--- src/rtl/tank_pkg.sv ---
package tank_pkg;

	// rgb 4|4|4 colours
	// player tank
	localparam logic [11:0] colour_blue = 12'h00F;
	// enemy tank
	localparam logic [11:0] colour_red = 12'hF00;
	// background and blanking
	localparam logic [11:0] colour_black = 12'h000;

	// grid geometry in pixels
	localparam int grid_pitch = 20;
	// screen offset of cell 0
	localparam int grid_x0 = 160;
	localparam int grid_y0 = 40;
	// open half-extents, bounds are strict
	localparam int body_half = 7;
	localparam int barrel_half = 3;

	// barrel heading
	localparam logic [1:0] dir_up = 2'd0;
	localparam logic [1:0] dir_down = 2'd1;
	localparam logic [1:0] dir_left = 2'd2;
	localparam logic [1:0] dir_right = 2'd3;

	// write word opcodes, bit 11 in both views
	localparam logic op_place = 1'b0;
	localparam logic op_style = 1'b1;

	// host write word, one 12-bit word with two decodes
	typedef union packed {
		// cell placement
		struct packed {
			logic       op;
			logic       spare;
			logic [4:0] x_cell;
			logic [4:0] y_cell;
		} place;
		// look and heading
		struct packed {
			logic       op;
			logic [6:0] spare;
			logic       alive;
			logic       player;
			logic [1:0] dir;
		} style;
	} tank_wr_word_u;

endpackage

--- src/rtl/vga_timing.sv ---
`timescale 1ns/1ps

module vga_timing
	#(
	parameter int h_active = 640,
	parameter int h_front = 16,
	parameter int h_sync = 96,
	parameter int h_back = 48,
	parameter int v_active = 480,
	parameter int v_front = 10,
	parameter int v_sync = 2,
	parameter int v_back = 33
	)
	(
	input  logic        clk,
	input  logic        rst_n,
	output logic [10:0] pix_x,
	output logic [10:0] pix_y,
	output logic        active,
	output logic        hs_raw,
	output logic        vs_raw
	);

	// line and frame lengths
	localparam int h_total = h_active + h_front + h_sync + h_back;
	localparam int v_total = v_active + v_front + v_sync + v_back;
	// sync windows start inclusive and end exclusive
	localparam int h_sync_start = h_active + h_front;
	localparam int h_sync_end = h_sync_start + h_sync;
	localparam int v_sync_start = v_active + v_front;
	localparam int v_sync_end = v_sync_start + v_sync;

	logic [10:0] h_next;
	logic [10:0] v_next;

	// next counter position at one pixel per clock
	always_comb
	begin
		h_next = pix_x + 11'd1;
		v_next = pix_y;
		// end of line wraps x and steps y
		if (pix_x == 11'(h_total - 1))
		begin
			h_next = '0;
			if (pix_y == 11'(v_total - 1))
				v_next = '0;
			else
				v_next = pix_y + 11'd1;
		end
	end

	// flags are computed from the next position so they line up with pix_x/pix_y
	always_ff @(posedge clk or negedge rst_n)
	begin
		if (!rst_n)
		begin
			pix_x <= '0;
			pix_y <= '0;
			// (0,0) is inside the visible area and the syncs idle high
			active <= 1'b1;
			hs_raw <= 1'b1;
			vs_raw <= 1'b1;
		end
		else
		begin
			pix_x <= h_next;
			pix_y <= v_next;
			active <= (h_next < h_active) && (v_next < v_active);
			// active low sync pulses
			hs_raw <= !((h_next >= h_sync_start) && (h_next < h_sync_end));
			vs_raw <= !((v_next >= v_sync_start) && (v_next < v_sync_end));
		end
	end

	// counters stay inside the frame
	a_cnt_range: assert property (@(posedge clk) disable iff (!rst_n)
		(pix_x < h_total) && (pix_y < v_total));

endmodule

--- src/rtl/tank_regs.sv ---
`timescale 1ns/1ps

module tank_regs
	import tank_pkg::*;
	#(
	parameter int n_tanks = 4
	)
	(
	input  logic                         clk,
	input  logic                         rst_n,
	input  logic                         wr_en,
	input  logic [$clog2(n_tanks)-1:0]   wr_addr,
	input  tank_wr_word_u                wr_data,
	output logic [n_tanks*5-1:0]         x_cell,
	output logic [n_tanks*5-1:0]         y_cell,
	output logic [n_tanks*2-1:0]         dir,
	output logic [n_tanks-1:0]           alive,
	output logic [n_tanks-1:0]           player
	);

	// one-hot tank select for the current strobe
	logic [n_tanks-1:0] sel;

	always_comb
	begin
		sel = '0;
		for (int i = 0; i < n_tanks; i++)
		begin
			if (wr_en && (int'(wr_addr) == i))
				sel[i] = 1'b1;
		end
	end

	// attribute file, one slice per tank
	// a write shows up on the outputs on the next cycle
	always_ff @(posedge clk or negedge rst_n)
	begin
		if (!rst_n)
		begin
			x_cell <= '0;
			y_cell <= '0;
			dir <= '0;
			// every tank starts dead, nothing drawn
			alive <= '0;
			player <= '0;
		end
		else
		begin
			for (int i = 0; i < n_tanks; i++)
			begin
				if (sel[i])
				begin
					// opcode picks the view, other view's fields untouched
					if (wr_data.place.op == op_place)
					begin
						x_cell[i*5 +: 5] <= wr_data.place.x_cell;
						y_cell[i*5 +: 5] <= wr_data.place.y_cell;
					end
					else
					begin
						alive[i] <= wr_data.style.alive;
						player[i] <= wr_data.style.player;
						dir[i*2 +: 2] <= wr_data.style.dir;
					end
				end
			end
		end
	end

	// host may only address existing tanks
	a_addr_range: assert property (@(posedge clk) disable iff (!rst_n)
		wr_en |-> (int'(wr_addr) < n_tanks));

endmodule

--- src/rtl/tank_render.sv ---
`timescale 1ns/1ps

module tank_render
	import tank_pkg::*;
	(
	input  logic        clk,
	input  logic        rst_n,
	input  logic [10:0] pix_x,
	input  logic [10:0] pix_y,
	input  logic [4:0]  x_cell,
	input  logic [4:0]  y_cell,
	input  logic [1:0]  dir,
	input  logic        alive,
	input  logic        player,
	output logic        hit,
	output logic [11:0] colour
	);

	// tank centre on screen
	logic [10:0] cx;
	logic [10:0] cy;
	// pixel offset from the centre, signed
	logic signed [11:0] dx;
	logic signed [11:0] dy;
	// strict band tests on each axis
	logic narrow_x;
	logic narrow_y;
	logic wide_x;
	logic wide_y;
	logic neg_x;
	logic pos_x;
	logic neg_y;
	logic pos_y;
	// shape parts for the current heading
	logic in_barrel;
	logic in_body;

	// cell to pixel, max 31*20+160 fits in 11 bits
	assign cx = 11'(x_cell * grid_pitch + grid_x0);
	assign cy = 11'(y_cell * grid_pitch + grid_y0);

	assign dx = $signed({1'b0, pix_x}) - $signed({1'b0, cx});
	assign dy = $signed({1'b0, pix_y}) - $signed({1'b0, cy});

	// barrel width band
	assign narrow_x = (dx > -barrel_half) && (dx < barrel_half);
	assign narrow_y = (dy > -barrel_half) && (dy < barrel_half);
	// body width band
	assign wide_x = (dx > -body_half) && (dx < body_half);
	assign wide_y = (dy > -body_half) && (dy < body_half);
	// half planes, centre row and column excluded
	assign neg_x = (dx > -body_half) && (dx < 0);
	assign pos_x = (dx > 0) && (dx < body_half);
	assign neg_y = (dy > -body_half) && (dy < 0);
	assign pos_y = (dy > 0) && (dy < body_half);

	// barrel points along dir, body fills the opposite half
	always_comb
	begin
		unique case (dir)
			dir_up:
			begin
				in_barrel = narrow_x && neg_y;
				in_body = wide_x && pos_y;
			end
			dir_down:
			begin
				in_barrel = narrow_x && pos_y;
				in_body = wide_x && neg_y;
			end
			dir_left:
			begin
				in_barrel = narrow_y && neg_x;
				in_body = wide_y && pos_x;
			end
			default:
			begin
				in_barrel = narrow_y && pos_x;
				in_body = wide_y && neg_x;
			end
		endcase
	end

	// hit one cycle after pix_x/pix_y
	always_ff @(posedge clk or negedge rst_n)
	begin
		if (!rst_n)
			hit <= 1'b0;
		else
			hit <= alive && (in_barrel || in_body);
	end

	// player blue, enemies red, only looked at when hit is set
	always_ff @(posedge clk)
	begin
		colour <= player ? colour_blue : colour_red;
	end

endmodule

--- src/rtl/pixel_mux.sv ---
`timescale 1ns/1ps

module pixel_mux
	import tank_pkg::*;
	#(
	parameter int n_tanks = 4
	)
	(
	input  logic                  clk,
	input  logic                  rst_n,
	input  logic [n_tanks-1:0]    hit,
	input  logic [n_tanks*12-1:0] colour,
	input  logic                  active,
	input  logic                  hs_raw,
	input  logic                  vs_raw,
	output logic [11:0]           rgb,
	output logic                  hsync,
	output logic                  vsync,
	output logic                  de
	);

	// timing flags delayed to match the renderer stage
	logic active_d;
	logic hs_d;
	logic vs_d;
	// winning colour for this pixel
	logic [11:0] pick;

	// walk from the top index down so tank 0 wins overlaps
	always_comb
	begin
		pick = colour_black;
		for (int i = n_tanks - 1; i >= 0; i--)
		begin
			if (hit[i])
				pick = colour[i*12 +: 12];
		end
	end

	always_ff @(posedge clk or negedge rst_n)
	begin
		if (!rst_n)
		begin
			active_d <= 1'b0;
			hs_d <= 1'b1;
			vs_d <= 1'b1;
			rgb <= colour_black;
			hsync <= 1'b1;
			vsync <= 1'b1;
			de <= 1'b0;
		end
		else
		begin
			active_d <= active;
			hs_d <= hs_raw;
			vs_d <= vs_raw;
			// blank shapes that spill past the visible edge
			rgb <= active_d ? pick : colour_black;
			hsync <= hs_d;
			vsync <= vs_d;
			de <= active_d;
		end
	end

	// no colour leaks into blanking
	a_blank: assert property (@(posedge clk) disable iff (!rst_n)
		!de |-> (rgb == colour_black));

endmodule

--- src/rtl/tank_display.sv ---
`timescale 1ns/1ps

module tank_display
	import tank_pkg::*;
	#(
	parameter int n_tanks = 4,
	parameter int h_active = 640,
	parameter int h_front = 16,
	parameter int h_sync = 96,
	parameter int h_back = 48,
	parameter int v_active = 480,
	parameter int v_front = 10,
	parameter int v_sync = 2,
	parameter int v_back = 33
	)
	(
	input  logic                       clk,
	input  logic                       rst_n,
	input  logic                       wr_en,
	input  logic [$clog2(n_tanks)-1:0] wr_addr,
	input  tank_wr_word_u              wr_data,
	output logic [11:0]                rgb,
	output logic                       hsync,
	output logic                       vsync,
	output logic                       de
	);

	// counter stage
	logic [10:0] pix_x;
	logic [10:0] pix_y;
	logic active;
	logic hs_raw;
	logic vs_raw;
	// per-tank attributes, packed by tank index
	logic [n_tanks*5-1:0] x_cell;
	logic [n_tanks*5-1:0] y_cell;
	logic [n_tanks*2-1:0] dir;
	logic [n_tanks-1:0] alive;
	logic [n_tanks-1:0] player;
	// renderer stage
	logic [n_tanks-1:0] hit;
	logic [n_tanks*12-1:0] colour;

	vga_timing #(
		.h_active(h_active),
		.h_front(h_front),
		.h_sync(h_sync),
		.h_back(h_back),
		.v_active(v_active),
		.v_front(v_front),
		.v_sync(v_sync),
		.v_back(v_back)
	) u_timing (
		.clk(clk),
		.rst_n(rst_n),
		.pix_x(pix_x),
		.pix_y(pix_y),
		.active(active),
		.hs_raw(hs_raw),
		.vs_raw(vs_raw)
	);

	tank_regs #(
		.n_tanks(n_tanks)
	) u_regs (
		.clk(clk),
		.rst_n(rst_n),
		.wr_en(wr_en),
		.wr_addr(wr_addr),
		.wr_data(wr_data),
		.x_cell(x_cell),
		.y_cell(y_cell),
		.dir(dir),
		.alive(alive),
		.player(player)
	);

	// one renderer per tank, all share the pixel position
	for (genvar i = 0; i < n_tanks; i++)
	begin : g_render
		tank_render u_render (
			.clk(clk),
			.rst_n(rst_n),
			.pix_x(pix_x),
			.pix_y(pix_y),
			.x_cell(x_cell[i*5 +: 5]),
			.y_cell(y_cell[i*5 +: 5]),
			.dir(dir[i*2 +: 2]),
			.alive(alive[i]),
			.player(player[i]),
			.hit(hit[i]),
			.colour(colour[i*12 +: 12])
		);
	end

	// pixel reaches rgb two clocks after the counters
	pixel_mux #(
		.n_tanks(n_tanks)
	) u_mux (
		.clk(clk),
		.rst_n(rst_n),
		.hit(hit),
		.colour(colour),
		.active(active),
		.hs_raw(hs_raw),
		.vs_raw(vs_raw),
		.rgb(rgb),
		.hsync(hsync),
		.vsync(vsync),
		.de(de)
	);

endmodule

--- config.mk ---
export PLATFORM = sky130hd
export DESIGN_NAME = tank_display
export DESIGN_NICKNAME = d
export VERILOG_FILES = /design/src/rtl/tank_pkg.sv /design/src/rtl/vga_timing.sv /design/src/rtl/tank_regs.sv /design/src/rtl/tank_render.sv /design/src/rtl/pixel_mux.sv /design/src/rtl/tank_display.sv
export SDC_FILE = /design/constraint.sdc
export NUM_CORES = 1
export LEC_CHECK = 0
export BUFFER_PORTS_ARGS = -buffer_cell sky130_fd_sc_hd__buf_2
export CORE_MARGIN = 4
export CORE_UTILIZATION = 55
export DETAILED_ROUTE_END_ITERATION = 12
export HOLD_SLACK_MARGIN = 0.1
export PLACE_DENSITY = 0.72
export SYNTH_ARGS = -nofsm -noshare
export SYNTH_HDL_FRONTEND = slang
export SYNTH_SLANG_ARGS = --single-unit
export TNS_END_PERCENT = 100
--- constraint.sdc ---
create_clock -name clk -period 5.9 [get_ports clk]
set_clock_uncertainty 0.15 [all_clocks]
set_input_delay 0.59 -clock clk [delete_from_list [all_inputs] [get_ports clk]]
set_output_delay 0.59 -clock clk [all_outputs]
set_load 0.005 [all_outputs]
### Word level (Yosys, flattened, before mapping)

Index checks and enable logic that the tools add are counted.

| operators by class | value |
|---|---|
| $add $sub $neg | 18 |
| multiply operators | 8 |
| $lt $le $gt $ge | 54 |
| equal/unequal tests | 13 |
| muxes and demuxes | 24 |
| bitwise operators | 1 |
| reductions and logical operators | 94 |

Operators by type and width:

| kind | number |
|---|---|
| $mux 12 | 9 |
| $gt 12x1->1 const B | 8 |
| $gt 12x3->1 const B | 8 |
| $gt 12x4->1 const B | 8 |
| $lt 12x1->1 const B | 8 |
| $lt 12x3->1 const B | 8 |
| $lt 12x4->1 const B | 8 |
| $sub 11x11->12 | 8 |
| $logic_and 1x1->1 | 75 |
| $mul 5x3->8 const B | 8 |
| $add 10x6->11 const B | 4 |
| $add 10x8->11 const B | 4 |
| $mux 11 | 3 |
| $pmux 1 s3 | 8 |
| $add 11x1->11 const B | 2 |
| $eq 11x10->1 const B | 2 |
| $lt 11x10->1 const B | 2 |
| $lt 11x9->1 const B | 2 |
| $reduce_and 2->1 | 8 |
| $eq 2x2->1 const B | 6 |
| $ge 11x10->1 const B | 1 |
| $ge 11x9->1 const B | 1 |
| $eq 2x1->1 const B | 5 |
| $logic_not 2->1 | 5 |
| other kinds (4) | 11 |

| storage, ports and cells | value |
|---|---|
| register bits | 151 |
| input port bits | 17 |
| output and inout port bits | 15 |
| logic and storage cells | 252 |

### Depth between registers and ports, before layout

| logic depth | value |
|---|---|
| word-level depth | 9 |
| gate-level depth with buffers | 18 |
| gate-level depth less buffers | 18 |

### Modules after synthesis

Synthesis repeated with hierarchy kept, for this count alone.

| unflattened totals | value |
|---|---|
| cell total of the unflattened synthesis | 1491 |
| area, all modules | 12862.3 um^2 |

Modules (own cells, without submodules):

| module | instances | cells an instance | area an instance (um^2) |
|---|---|---|---|
| tank_render at g_render[1].u_render ... | 3 | 295 | 2118.3 |
| tank_regs | 1 | 124 | 2230.9 |
| tank_render at g_render[0].u_render | 1 | 275 | 2099.5 |
| vga_timing | 1 | 130 | 1326.3 |
| pixel_mux | 1 | 77 | 850.8 |

### Worst setup path after synthesis

Ideal clock, no wire load.

| timing | value |
|---|---|
| kind | flip-flop to flip-flop |
| from | reg u_regs.y_cell[16] |
| to | reg g_render[3].u_render.hit |
| setup time | 0.065 ns |
| arrival time | 4.133 ns |
| slack | 1.552 ns |
| cell stages (with the launch flop) | 17 |
| buffers on the path | 1 |
| clock period less this slack | 4.348 ns |
| cells stage by stage | dfrtp_1 > ha_1 > ha_1 > fa_1 > xor2_1 > ha_1 > inv_1 > ha_1 > clkbuf_1 > nand3_1 > a21oi_1 > mux2_2 > or3_1 > nor4_2 > a31oi_1 > a2111oi_0 > o22a_1 |

| between the ends | value |
|---|---|
| word-level cells in the longest chain between the ends | 9 |

RTL lines:

| what | line | text |
|---|---|---|
| start: declaration | tank_regs.sv:15 | `output logic [n_tanks*5-1:0] y_cell,` |
| start signal: indexed assignment | tank_regs.sv:57 | `y_cell[i*5 +: 5] <= wr_data.place.y_cell;` |
| $mul 5x3->8 (*) | tank_render.sv:40 | `assign cy = 11'(y_cell * grid_pitch + grid_y0);` |
| $add 10x6->11 (*) | tank_render.sv:40 |  |
| $sub 11x11->12 (*) | tank_render.sv:43 | `assign dy = $signed({1'b0, pix_y}) - $signed({1'b0, cy});` |
| $gt 12x3->1 (tied with other cells) | tank_render.sv:47 | `assign narrow_y = (dy > -barrel_half) && (dy < barrel_half);` |
| $logic_and 1x1->1 (on tied branches) | n/a |  |
| $logic_and 1x1->1 (tied with other cells) | tank_render.sv:78 | `in_barrel = narrow_y && pos_x;` |
| $pmux 1 s3 | tank_render.sv:60 | `unique case (dir)` |
| $logic_or 1x1->1 (*) | tank_render.sv:90 | `hit <= alive && (in_barrel \|\| in_body);` |
| $logic_and 1x1->1 (*) | tank_render.sv:90 |  |
| end signal: assignment | tank_render.sv:90 |  |
| end: declaration | tank_render.sv:15 | `output logic hit,` |

Mark *: on every way between the ends. The rest lies on a longest branch, timed or not.
A chain may end at the register's enable or synchronous reset.

### Worst setup path after layout

| timing | value |
|---|---|
| from | reg u_regs.x_cell[13] |
| to | reg g_render[2].u_render.hit |

| between the ends | value |
|---|---|
| word-level cells in the longest chain between the ends | 9 |

RTL lines:

| what | line | text |
|---|---|---|
| start: declaration | tank_regs.sv:14 | `output logic [n_tanks*5-1:0] x_cell,` |
| start signal: indexed assignment | tank_regs.sv:56 | `x_cell[i*5 +: 5] <= wr_data.place.x_cell;` |
| $mul 5x3->8 (*) | tank_render.sv:39 | `assign cx = 11'(x_cell * grid_pitch + grid_x0);` |
| $add 10x8->11 (*) | tank_render.sv:39 |  |
| $sub 11x11->12 (*) | tank_render.sv:42 | `assign dx = $signed({1'b0, pix_x}) - $signed({1'b0, cx});` |
| $gt 12x1->1 (tied with other cells) | tank_render.sv:53 | `assign pos_x = (dx > 0) && (dx < body_half);` |
| $logic_and 1x1->1 (on tied branches) | n/a |  |
| $logic_and 1x1->1 (tied with other cells) | tank_render.sv:78 |  |
| $pmux 1 s3 | tank_render.sv:60 |  |
| $logic_or 1x1->1 (*) | tank_render.sv:90 |  |
| $logic_and 1x1->1 (*) | tank_render.sv:90 |  |
| end signal: assignment | tank_render.sv:90 |  |
| end: declaration | tank_render.sv:15 |  |

Marks and branches as above.

==> metrics <==
status=finished, final reports clean; final net count=1,526; Power, Total=about 5.4 mW; DR WL/cell=16.4 um; flops & latches, synth=101; Root Driver=clkbuf_16; vias in the first global route=8,622; endpoint class of the critical path=flip-flop; RSZ-0062 raised after global routing=false; Ports=32; CP Launch Type=flip-flop; final slew viol count=0; placed insts=1,555; Finish-stage setup viols=0; min-delay worst type=flip-flop to flip-flop; Die Span Y=151 um; hpwl dp=20,300 um; synth top area cells=ha_1 22%, dfrtp_1 19%, mux2_2 4.9%; asr flop ratio synth=0.921; Flop pwr share=0.163; # DRC=0; PortBufs=26; CP Max Fanout=9; sequential-to-total area share from yosys stat=0.223; CTS buffer count=9; die area=around 23,000 um2; switching power=2.63 mW; Gate Count Post-Synth=1,292; antenna-violating nets left=0; Least-Margin Pin Slew=1020 ps; clk slew on worst S/H paths=70 ps; Tcrit/Tclk final=0.799; most common library cells after synthesis=199 x ha_1, 139 x inv_1, 86 x dfrtp_1; Antenna Cells=0; P&R area growth vs syn=5.68%; Worst R2R Setup Slack=1190 ps; critical path class=flip-flop to flip-flop; largest net degree at the start of global routing=76; initial antenna violation count=0; R2R depth=16; FP Rows=between 50 and 60; Core ar.=19,700 um2; Hold Path Depth=0; Warnings, synthesis=0; clock power share=0.106; Max Clk Rate=212 MHz; CTS Sinks=101; CP arrival=4850 ps; maxcap violations=0; worst hold slack=206 ps; CTS resizes=0; GP Congestion=0.893; drt pass-1 iters=5; Clock Tree Buf Depth=2; initial DRC count=493; drt total wl=25,700 um; DR vias=between 9,000 and 10,000; CTS tree=yes; Worst-Skew Late Latency=350 ps; count of distinct cell types in the synthesized netlist=between 80 and 90; most instantiated library cell after synthesis=ha_1; number of enable flip-flop cells after synthesis=0; top cell type by total area after synthesis=ha_1; layout cells sized above 1=0.100; Min Clock Period, post-route=4710 ps; Final Hold Fails=0; IR drop worst, VDD=about 0.00024 V; Pwr per Cell Area=460 nW/um2; relative slew slack=0.317; Mapped Area=11,200 um2; Primary FF master, synth=dfrtp_1; sw frac=0.483; Congestion Overflow GR=0; non-filler instance count after layout=1,572; Pleak=5.67 nW; starting density of the core=0.568; Synth top area share=0.222; Pint=2.82 mW; Post-Syn Area per Cell=approximately 8.7 um2; gr usage total=0.234; DR vias/cell=5.87; Worst Path Required=~6000 ps; combinational share of power=0.731; Final TNS setup=0 ps; fin util=0.600; H-Tree Depth=3; first-pass GRT wire length=42,900 um; Die Span X=between 150 and 200 um
[through the flow]
stage,area [um2],worst slack [ps]
finish,11800,1190
global route,11800,732
CTS,11800,1180
detailed placement,11500,1200
global placement,11500,1310
floorplan,11200,1550
[per-layer routing]
| metal | global-route usage | vias up | wire [um] | part of all wire |
|---|---|---|---|---|
| li1 | - | 4683 | - | - |
| met1 | 0.352 | 4329 | 12800 | 0.50 |
| met2 | 0.364 | 191 | 11300 | 0.44 |
| met3 | 0.0232 | 27 | 1180 | 0.046 |
| met4 | 0.0521 | 0 | 418 | 0.016 |
| met5 | 0 | - | 0 | 0 |
[layout make-up]
class / instances / area (um2)
Sequential cell: 101 / 2500
Tap cell: 265 / 332
Timing Repair Buffer: 32 / 180
Clock buffer: 10 / 229
Inverter: 139 / 522
Clock inverter: 6 / 56.3
Multi-Input combinational cell: 1019 / 8020
Fill cell: 1721 / 7890
[worst paths after layout]
| check | from | endpoint |
|---|---|---|
| setup / recovery | u_regs.x_cell[13] | g_render[2].u_render.hit |
| hold / removal | u_timing.vs_raw | u_mux.vs_d |
| setup reg to reg | u_regs.x_cell[13] | g_render[2].u_render.hit |
| hold reg to reg | u_timing.vs_raw | u_mux.vs_d |
| max in group asynchronous | rst_n | u_regs.y_cell[4] |
| min in group asynchronous | rst_n | u_timing.pix_x[6] |
[critical path, stage by stage (launching register included)]
cell	delay, ps
dfrtp_1	420
ha_1	290
ha_1	220
fa_1	400
xnor2_1	200
ha_1	260
ha_1	420
a211oi_1	370
o21bai_1	150
nand2b_1	160
o211ai_1	220
nand4_1	300
or3_1	430
o31ai_1	100
o32ai_1	150
nor3b_1	230
a22o_1	170
[flip-flops by register name, indices dropped and copies added (netlist names)]
signal	flops
u_timing.pix_x	11
g_render.u_render.hit	4
u_regs.player	4
u_mux.rgb	2
u_regs.dir	8
u_regs.y_cell	20
u_timing.pix_y	11
u_timing.hs_raw	1
u_mux.vsync	1
u_mux.de	1
u_timing.vs_raw	1
u_mux.vs_d	1
u_mux.active_d	1
u_timing.active	1
g_render.u_render.colour	8
u_regs.x_cell	20
u_regs.alive	4
u_mux.hs_d	1
u_mux.hsync	1
[cell families after synthesis]
kind of cell    synth area share
fa+ha+maj                  0.237
simple gates               0.176
mux                       0.0582
compound gates             0.173
xor+xnor                  0.0704
flops                      0.223
buf+inv                   0.0629
other cells             0.000335
[power by group through the flow]
stage,sequential (mW),combinational (mW),clock [mW]
6_report,0.889,3.98,0.575
5_1_grt,0.905,4.51,0.614
4_1_cts,0.888,3.95,0.581
3_5_place_dp,0.900,3.92,0
3_3_place_gp,0.896,3.83,0
2_1_floorplan,0.873,3.23,0
[cells in the final DEF, fill, tap and decap left out, drive strengths merged, types with 7 or more instances in the layout]
cell type / n
dfstp: 7
clkbuf: 10
or2: 10
a211oi: 18
o21ai: 49
a21o: 29
nand4: 18
o31ai: 8
nor3: 38
nor3b: 7
a31oi: 10
nand2: 75
xor2: 30
and3: 17
o21bai: 13
inv: 141
a2111oi: 7
nor2b: 22
a21oi: 83
o21a: 8
or3: 8
mux2i: 10
fa: 8
nor4: 15
nand2b: 9
ha: 199
dfrtp: 86
nand3: 33
xnor2: 60
and2: 8
nor2: 80
o211ai: 11
or4: 11
mux2: 49
dfxtp: 8
buf: 31
[timing repair]
| item | CTS | global route |
|---|---|---|
| endpoints found under the hold margin | 18 | 0 |
| hold buffers | 1 | 0 |
| setup buffers | 0 | 0 |
(Power assumes the default switching activity.)
